$ cat config.mk
export PLATFORM = sky130hd
export DESIGN_NAME = fetchControl_flat
export DESIGN_NICKNAME = d
export VERILOG_FILES = /design/src/iCachePkg.sv /design/src/refillIf.sv /design/src/fetchControl.sv /design/src/flat_wrapper.sv
export SDC_FILE = /design/constraint.sdc
export NUM_CORES = 1
export LEC_CHECK = 0
export ABC_AREA = 1
export BUFFER_PORTS_ARGS = -buffer_cell sky130_fd_sc_hd__buf_2
export CORE_AREA = 2 2 388 390
export CTS_CLUSTER_SIZE = 8
export DETAILED_ROUTE_END_ITERATION = 6
export DIE_AREA = 0 0 390 392
export PLACE_DENSITY = 0.38
export SETUP_SLACK_MARGIN = 0.15
export SLEW_MARGIN = 20
export SYNTH_ARGS = -nofsm -noshare
export SYNTH_HDL_FRONTEND = slang
export SYNTH_SLANG_ARGS = --single-unit
$ cat constraint.sdc
create_clock -name clk -period 7 [get_ports clk]
set_input_delay 1.75 -clock clk [delete_from_list [all_inputs] [get_ports clk]]
set_output_delay 1.75 -clock clk [all_outputs]
set_load 0.005 [all_outputs]
$ cat src/iCachePkg.sv
`default_nettype none

package iCachePkg;

    // geometry
    localparam int numWays      = 4;
    localparam int numSets      = 64;
    localparam int wordsPerLine = 4;
    localparam int offsetBits   = 4;  // 16-byte lines
    localparam int indexBits    = 6;
    localparam int tagBits      = 22; // addr[31:10]

    typedef logic [31:0] addrT;
    typedef logic [31:0] wordT;
    typedef logic [tagBits-1:0] tagT;
    typedef logic [indexBits-1:0] setIdxT;

    // word 0 sits in the low bits
    typedef logic [wordsPerLine*32-1:0] lineT;

    typedef logic [$clog2(numWays)-1:0] wayIdxT;
    typedef logic [numWays-1:0] wayMaskT;   // bit n is way n

    // tree pseudo-LRU, one per set
    // bit 0 root, bit 1 leaf for ways 0/1, bit 2 leaf for ways 2/3
    typedef logic [2:0] plruT;

    typedef enum logic [1:0] {
        sLookup,
        sRefill,
        sReplay
    } fetchStateT;

endpackage

`default_nettype wire

$ cat src/refillIf.sv
`default_nettype none

// one way write, shared by the tag and line stores
interface refillIf;

    logic              writeEn;   // single-cycle strobe
    iCachePkg::wayIdxT way;
    iCachePkg::setIdxT index;
    iCachePkg::tagT    tag;
    iCachePkg::lineT   line;

    modport ctrl (
        output writeEn, way, index, tag, line
    );

    modport tagSide (
        input writeEn, way, index, tag
    );

    modport lineSide (
        input writeEn, way, index, line
    );

endinterface

`default_nettype wire

$ cat src/fetchControl.sv
`default_nettype none

module fetchControl (
    input  wire                      clk,
    input  wire                      rst,
    input  wire iCachePkg::addrT     pc,
    input  wire iCachePkg::wayMaskT  hitWay,
    input  wire iCachePkg::lineT     wayLine0,
    input  wire iCachePkg::lineT     wayLine1,
    input  wire iCachePkg::lineT     wayLine2,
    input  wire iCachePkg::lineT     wayLine3,
    input  wire                      memRespValid,
    input  wire iCachePkg::lineT     memRespLine,
    output iCachePkg::setIdxT        lookupIndex,
    output iCachePkg::tagT           lookupTag,
    refillIf.ctrl                    refill,
    output logic                     stall,
    output logic                     memReq,
    output iCachePkg::addrT          memReqAddr,
    output iCachePkg::addrT          fetchPc,
    output iCachePkg::wordT          inst0,
    output iCachePkg::wordT          inst1,
    output logic                     inst0Valid,
    output logic                     inst1Valid
);

    iCachePkg::fetchStateT state;
    iCachePkg::fetchStateT nextState;

    iCachePkg::addrT   heldPc;      // address in compare stage
    logic              occupied;
    iCachePkg::setIdxT heldIndex;
    iCachePkg::tagT    heldTag;
    iCachePkg::addrT   lookupPc;

    iCachePkg::plruT   ages [iCachePkg::numSets];

    logic              lookupHit;
    logic              miss;
    logic              accept;
    logic              refillDone;
    iCachePkg::wayIdxT hitIdx;
    iCachePkg::wayIdxT victim;
    iCachePkg::wayIdxT touchWay;
    iCachePkg::lineT   hitLine;
    iCachePkg::wordT   lineWords [iCachePkg::wordsPerLine];

    // victim from the tree, walks away from the recent side
    function automatic iCachePkg::wayIdxT pickVictim(input iCachePkg::plruT age);
        if (age[0]) begin
            return age[1] ? 2'd0 : 2'd1;
        end
        return age[2] ? 2'd2 : 2'd3;
    endfunction

    // mark a way as most recently used
    function automatic iCachePkg::plruT touch(input iCachePkg::plruT age,
                                              input iCachePkg::wayIdxT way);
        iCachePkg::plruT next;
        next    = age;
        next[0] = way[1];
        if (way[1]) begin
            next[2] = way[0];
        end else begin
            next[1] = way[0];
        end
        return next;
    endfunction

    assign heldIndex = heldPc[iCachePkg::offsetBits +: iCachePkg::indexBits];
    assign heldTag   = heldPc[iCachePkg::offsetBits + iCachePkg::indexBits +: iCachePkg::tagBits];

    assign lookupHit  = (state == iCachePkg::sLookup) && occupied && (|hitWay);
    assign miss       = (state == iCachePkg::sLookup) && occupied && !(|hitWay);
    assign stall      = (state != iCachePkg::sLookup) || miss;
    assign accept     = !stall;
    assign refillDone = (state == iCachePkg::sRefill) && memRespValid;

    // held address is re-read while stalled
    assign lookupPc    = accept ? pc : heldPc;
    assign lookupIndex = lookupPc[iCachePkg::offsetBits +: iCachePkg::indexBits];
    assign lookupTag   = lookupPc[iCachePkg::offsetBits + iCachePkg::indexBits +: iCachePkg::tagBits];

    always_comb begin
        nextState = state;
        case (state)
            iCachePkg::sLookup: begin
                if (miss) begin
                    nextState = iCachePkg::sRefill;
                end
            end
            iCachePkg::sRefill: begin
                if (memRespValid) begin
                    nextState = iCachePkg::sReplay;
                end
            end
            iCachePkg::sReplay: begin
                nextState = iCachePkg::sLookup;
            end
            default: begin
                nextState = iCachePkg::sLookup;
            end
        endcase
    end

    always_ff @(posedge clk) begin
        if (rst) begin
            state    <= iCachePkg::sLookup;
            occupied <= 1'b0;
        end else begin
            state <= nextState;
            if (accept) begin
                occupied <= 1'b1;
            end
        end
    end

    always_ff @(posedge clk) begin
        if (accept) begin
            heldPc <= pc;
        end
    end

    // hitting way number, at most one bit set
    always_comb begin
        hitIdx = '0;
        for (int w = 0; w < iCachePkg::numWays; w++) begin
            if (hitWay[w]) begin
                hitIdx = iCachePkg::wayIdxT'(w);
            end
        end
    end

    always_comb begin
        case (hitIdx)
            2'd0:    hitLine = wayLine0;
            2'd1:    hitLine = wayLine1;
            2'd2:    hitLine = wayLine2;
            default: hitLine = wayLine3;
        endcase
    end

    always_comb begin
        for (int k = 0; k < iCachePkg::wordsPerLine; k++) begin
            lineWords[k] = hitLine[32*k +: 32];
        end
    end

    assign victim   = pickVictim(ages[heldIndex]);
    assign touchWay = refillDone ? victim : hitIdx;

    always_ff @(posedge clk) begin
        if (rst) begin
            for (int s = 0; s < iCachePkg::numSets; s++) begin
                ages[s] <= '0;
            end
        end else if (lookupHit || refillDone) begin
            ages[heldIndex] <= touch(ages[heldIndex], touchWay);
        end
    end

    assign refill.writeEn = refillDone;
    assign refill.way     = victim;
    assign refill.index   = heldIndex;
    assign refill.tag     = heldTag;
    assign refill.line    = memRespLine;

    assign memReq     = miss;  // only one compare cycle per miss
    assign memReqAddr = {heldPc[31:iCachePkg::offsetBits], {iCachePkg::offsetBits{1'b0}}};

    assign fetchPc    = {heldPc[31:3], 3'b000};
    assign inst0      = lineWords[{heldPc[3], 1'b0}];
    assign inst1      = lineWords[{heldPc[3], 1'b1}];
    assign inst0Valid = lookupHit && !heldPc[2];
    assign inst1Valid = lookupHit;

endmodule

`default_nettype wire

$ cat src/flat_wrapper.sv
// flat-port wrapper written by rule: the top's interface ports become plain ports
module fetchControl_flat 
  (clk, rst, pc, hitWay, wayLine0, wayLine1, wayLine2, wayLine3, memRespValid, memRespLine, lookupIndex, lookupTag, stall, memReq, memReqAddr, fetchPc, inst0, inst1, inst0Valid, inst1Valid, refill_writeEn, refill_way, refill_index, refill_tag, refill_line);
  refillIf refill_i ();
  input  wire clk;
  input  wire rst;
  input  wire iCachePkg::addrT pc;
  input  wire iCachePkg::wayMaskT hitWay;
  input  wire iCachePkg::lineT wayLine0;
  input  wire iCachePkg::lineT wayLine1;
  input  wire iCachePkg::lineT wayLine2;
  input  wire iCachePkg::lineT wayLine3;
  input  wire memRespValid;
  input  wire iCachePkg::lineT memRespLine;
  output iCachePkg::setIdxT lookupIndex;
  output iCachePkg::tagT lookupTag;
  output logic stall;
  output logic memReq;
  output iCachePkg::addrT memReqAddr;
  output iCachePkg::addrT fetchPc;
  output iCachePkg::wordT inst0;
  output iCachePkg::wordT inst1;
  output logic inst0Valid;
  output logic inst1Valid;
  output wire logic [$bits(refill_i.writeEn)-1:0] refill_writeEn;
  output wire logic [$bits(refill_i.way)-1:0] refill_way;
  output wire logic [$bits(refill_i.index)-1:0] refill_index;
  output wire logic [$bits(refill_i.tag)-1:0] refill_tag;
  output wire logic [$bits(refill_i.line)-1:0] refill_line;
  assign refill_writeEn = refill_i.writeEn;
  assign refill_way = refill_i.way;
  assign refill_index = refill_i.index;
  assign refill_tag = refill_i.tag;
  assign refill_line = refill_i.line;
  fetchControl u_core (.clk(clk), .rst(rst), .pc(pc), .hitWay(hitWay), .wayLine0(wayLine0), .wayLine1(wayLine1), .wayLine2(wayLine2), .wayLine3(wayLine3), .memRespValid(memRespValid), .memRespLine(memRespLine), .lookupIndex(lookupIndex), .lookupTag(lookupTag), .refill(refill_i), .stall(stall), .memReq(memReq), .memReqAddr(memReqAddr), .fetchPc(fetchPc), .inst0(inst0), .inst1(inst1), .inst0Valid(inst0Valid), .inst1Valid(inst1Valid));
endmodule
Word level (Yosys, flattened, before mapping)
Memory sizes are Yosys's and may differ from the RTL's. A register that Yosys moved wholly into a read port is not among the register bits.
Index checks and enable logic that the tools add are counted.

word-level totals
  memories kept = 1
  latch bits = 0
  logic and storage cells = 63
  bits of input ports = 679
  ROM bits = 0
  bits in registers = 35
  memory bits (writable) = 192

memory list
  memory       depth  width  rd ports  clocked after memory_dff  write ports  RTL line            RTL
  u_core.ages  64     3      1         1                         64           fetchControl.sv:36  iCachePkg::plruT ages [iCachePkg::numSets];

cells by class
  order comparisons = 2
  bitwise logic cells = 2
  divide/modulo/power cells = 0
  $add $sub $neg = 0
  reduce and logical (&&, ||, !) cells = 15
  equality and inequality tests = 5
  shift operators = 0
  multipliers = 0
  muxes and demuxes = 34

operators with widths
  operator                                                  number
  case mux 128 bit (3 select lines)                         1
  2-to-1 mux 32 bit                                         5
  binary-select mux 32 bit (select 2 bit)                   2
  2-to-1 mux 1 bit                                          16
  2-to-1 mux 2 bit                                          7
  greater-or-equal comparator 3 bit, second input constant  2
  2-to-1 mux 6 bit                                          1
  NOT 2 -> 3 bit                                            2
  logical AND 1 bit                                         5
  equality test 2 x 1 -> 1 bit, second input constant       2
  zero test 2 bit                                           2
  case mux 2 bit (2 select lines)                           1
  OR reduction 4 bit                                        1
  2-to-1 mux 3 bit                                          1
  OR reduction 3 bit                                        1
  equality test 2 bit, second input constant                1
  zero test 1 bit                                           2
  logical OR 1 bit                                          2
  != test 2 x 1 -> 1 bit, second input constant             1
  != test 2 bit, second input constant                      1
  AND reduction 2 bit                                       1
  nonzero test 2 bit                                        1

Logic depth before layout (Yosys ltp)
  word-level depth = 9
  mapped depth = 20

Least setup slack after synthesis
OpenSTA, ideal clock, no wires.

  kind = input -> output
  from = input hitWay[3]
  to = output lookupIndex[0]
  slack = 2,113 ps
  stages = 10
  arrival = 3,137 ps
  data required time = 5,250 ps
  path buffers = 1
  path through = nor2_1 inv_1 nor2_1 nand2_1 nor2_1 inv_1 nand2_1 clkinv_1 clkbuf_1 o21ai_0

on the way
  word-level cells in the longest chain between the ends = 5

ends and longest elaborated chain
  what                RTL line            RTL
  start, declared     flat_wrapper.sv:8   input wire iCachePkg::wayMaskT hitWay;
  OR reduction 4 bit  fetchControl.sv:74  assign miss = (state == iCachePkg::sLookup) && occupied && !(|hitWay);
  zero test 1 bit     fetchControl.sv:74
  logical AND 1 bit   fetchControl.sv:74
  named net memReq    flat_wrapper.sv:18  output logic memReq;
  logical OR 1 bit    fetchControl.sv:75  assign stall = (state != iCachePkg::sLookup) || miss;
  2-to-1 mux 32 bit   fetchControl.sv:80  assign lookupPc = accept ? pc : heldPc;
  end, declared       flat_wrapper.sv:15  output iCachePkg::setIdxT lookupIndex;

The timed path passes the listed nets, and every way through them passes these cells.

Worst setup path in the final report
  from = input hitWay[2]
  to = output inst1[28]

on the way
  word-level cells in the longest chain between the ends = 7
  elaborated cells on any way between the ends = 9

ends and longest elaborated chain
  what                                                    RTL line             RTL
  2-to-1 mux 2 bit * (2 in a row)                         fetchControl.sv:128  if (hitWay[w]) begin
  equality test 2 bit (tied with other cells)             fetchControl.sv:135  case (hitIdx)
  case mux 128 bit (3 select lines) *                     fetchControl.sv:135
  binary-select mux 32 bit (select 2 bit) *               fetchControl.sv:173  assign inst1 = lineWords[{heldPc[3], 1'b1}];
  2-to-1 mux 32 bit (implied by the code) * (2 in a row)  fetchControl.sv:173
  end, declared                                           flat_wrapper.sv:22   output iCachePkg::wordT inst1;

Every way passes the cells marked *; elsewhere a longest branch is shown, timed or not. The select of a mux whose other input is x is not followed.

==> flow_summary.ini <==
[sta]
min_period_ps = 6170
max_slew_margin = 0.141
fin_crit_sh = 0.881
max_freq_mhz = 162
fin_skew_ps = 29.3
slew_violations = 0
finalHoldViolCount = 0
rsz0062_at_grt = false
tightest_slew_ps = 1290
fin_setup_tns_ps = 0
setup_viol = 0

[die]
die_w_um = 390
io_pins = 998
die_area_mm2 = 0.153
core_area_mm2 = 0.149
fp.dieH_um = 392
floorplan.rows = 142
start_util = 0.109

[yosys]
synth.avg_cell_area_um2 = 7.01
yosysTopAreaCellShare = 0.359
netlist_area_mm2 = 0.0162
ys_types = 29
synth-main-ff-cell = edfxtp_1
synth_edf_count = 194
yosys_warnings = 0
ys_ff_latch = 225
async_reset_ff_frac = 0
ys_seq_area_frac = 0.398
synthTopCellsByArea = edfxtp_1 36%, nand2_1 23%, buf_4 10%
syn_inst = 2312
yosys.area.top_type = edfxtp_1

[worst_setup_path]
cp-end-kind = output pin
cp-endpoint = inst1[28]
r2r-start = u_core.heldPc[4]$_DFF_P_
worstSetupPathType = in2out
rrSetupSlack_ps = 2160
startpoint = hitWay[2]
crit_arrival_ps = 4420
required_ps = 5250
reg2reg_to = u_core.ages[43][2]$_SDFFCE_PN0P_
critical_path.startpoint_type = primary input
path_max_fanout = 47
rr_worst_depth = 16

[routing]
drt-met1-wl_um = 57100
viasPerCell = 3.88
wl_met2_um = 60600
first_iter_violations = 1400
wl_met3_um = 14900
via_count = 18500
detail_route.first_pass.iterations = 5
highest_layer = met5
post_drt_wl_per_cell_um = 29.0
routed_wl_um = 138000
drc = 0
ant_nets = 0

[hold_path]
min_path_type = reg2reg

[placement]
placed_area_mm2 = 0.0204
dp.final_hpwl_um = 115000
post-place-cells = 4670
gp_congestion = 0.981
io_buffers = 732

[cts]
ctsLongestPathBuffers = 3
path_clk_slew_ps = 50
clockRootBuffer = clkbuf_16
cts_sinks = 225
postCtsHoldBufs = 0
clock_latency_ps = 560
cts_tree = yes
cts_setup_buffers = 0
cts-buffers-inserted = 34
h-tree-depth = 2
post_cts_resized = 0

[global_route]
grt_pass1_vias = 17700
grt_max_degree = 67
grt_use_total = 0.172
grt_first_pass_wirelength_um = 173000
grt_antenna_before_repair = 86
overflow = 0

[final_layout]
drive_above_1_share = 0.300
final_cell_mix = 987 x nand2_1, 730 x buf_2, 291 x nor2_1
layout.cells.non_filler = 4753
fin_nets = 3442
final_common_cell = nand2_1
design_area_mm2 = 0.0215
syn_to_final_growth_pct = 32.5

[run_status]
status = complete, no violations

[power]
p_per_area_mw_per_mm2 = 197
max-vdd-ir-drop_uv = 156
power.total_mw = 4.23
leakage_nw = 9.86

[job]
drv_cap = 0
## logic make-up after synthesis
logic type	share of synthesized area
flops	0.398
other cells	0.000231
buf+inv	0.158
simple gates	0.354
compound gates	0.0824
mux	0.00741
## flip-flops by register name, indices dropped and copies added (netlist names)
name / flops
u_core.state: 2
u_core.occupied: 1
u_core.heldPc: 30
u_core.ages: 192
## critical path: stages
cell and delay (ps):
buf_6 330, nor2_1 140, inv_1 180, nor2_4 90, buf_12 170, buf_4 240, nand2_1 80, nand2_1 40
a221oi_1 990, o22ai_1 140, buf_2 190
## power breakdown
group / switching (mW) / internal (mW)
clock network: 0.664 / 0.908
registers: 0.0422 / 1.51
logic: 0.763 / 0.338
total: 1.47 / 2.76
## synthesized netlist by cell type, types with 12 or more instances
| cell | count |
|---|---|
| a21oi_1 | 60 |
| a221oi_1 | 70 |
| buf_2 | 26 |
| buf_4 | 224 |
| buf_6 | 16 |
| clkbuf_1 | 100 |
| dfxtp_1 | 31 |
| edfxtp_1 | 194 |
| inv_1 | 44 |
| mux2i_1 | 12 |
| nand2_1 | 987 |
| nand3_1 | 159 |
| nor2_1 | 293 |
| o21ai_0 | 14 |
| o22ai_1 | 52 |
## stage by stage
step | hold WS (ps) | utilization | worst slack (ps)
6_report | 487 | 0.144 | 830
5_1_grt | 502 | 0.144 | 659
4_1_cts | 482 | 0.144 | 927
3_5_place_dp | 468 | 0.137 | 934
3_3_place_gp | 461 | 0.137 | 821
2_1_floorplan | 441 | - | 2110
## cell type report
class / instances / area (µm²)
inverters: 48 / 188
repair buffers: 780 / 4110
fillers: 17500 / 127000
multi-input cells: 1674 / 7250
flip-flops and latches: 225 / 6450
diodes: 27 / 67.6
well taps: 1944 / 2430
clock inverters: 4 / 66.3
clock buffers: 51 / 915
## routing by layer
metal / vias up / GRT usage
li1: 8280 / -
met1: 8795 / 0.212
met2: 1105 / 0.266
met3: 244 / 0.0732
met4: 30 / 0.0536
met5: - / 0.0370
## worst min-delay path by stage
stage | start | to | slack (ps) | cells past startpoint
2_1_floorplan | u_core.occupied$_SDFFE_PP0P_ | u_core.occupied$_SDFFE_PP0P_ | 440 | 2
3_3_place_gp | u_core.occupied$_SDFFE_PP0P_ | u_core.occupied$_SDFFE_PP0P_ | 460 | 2
3_5_place_dp | u_core.occupied$_SDFFE_PP0P_ | u_core.occupied$_SDFFE_PP0P_ | 470 | 2
4_1_cts | u_core.occupied$_SDFFE_PP0P_ | u_core.occupied$_SDFFE_PP0P_ | 480 | 2
5_1_grt | u_core.occupied$_SDFFE_PP0P_ | u_core.occupied$_SDFFE_PP0P_ | 500 | 2
6_report | u_core.occupied$_SDFFE_PP0P_ | u_core.occupied$_SDFFE_PP0P_ | 490 | 2
No activity file was read; power rests on OpenSTA's default activity.
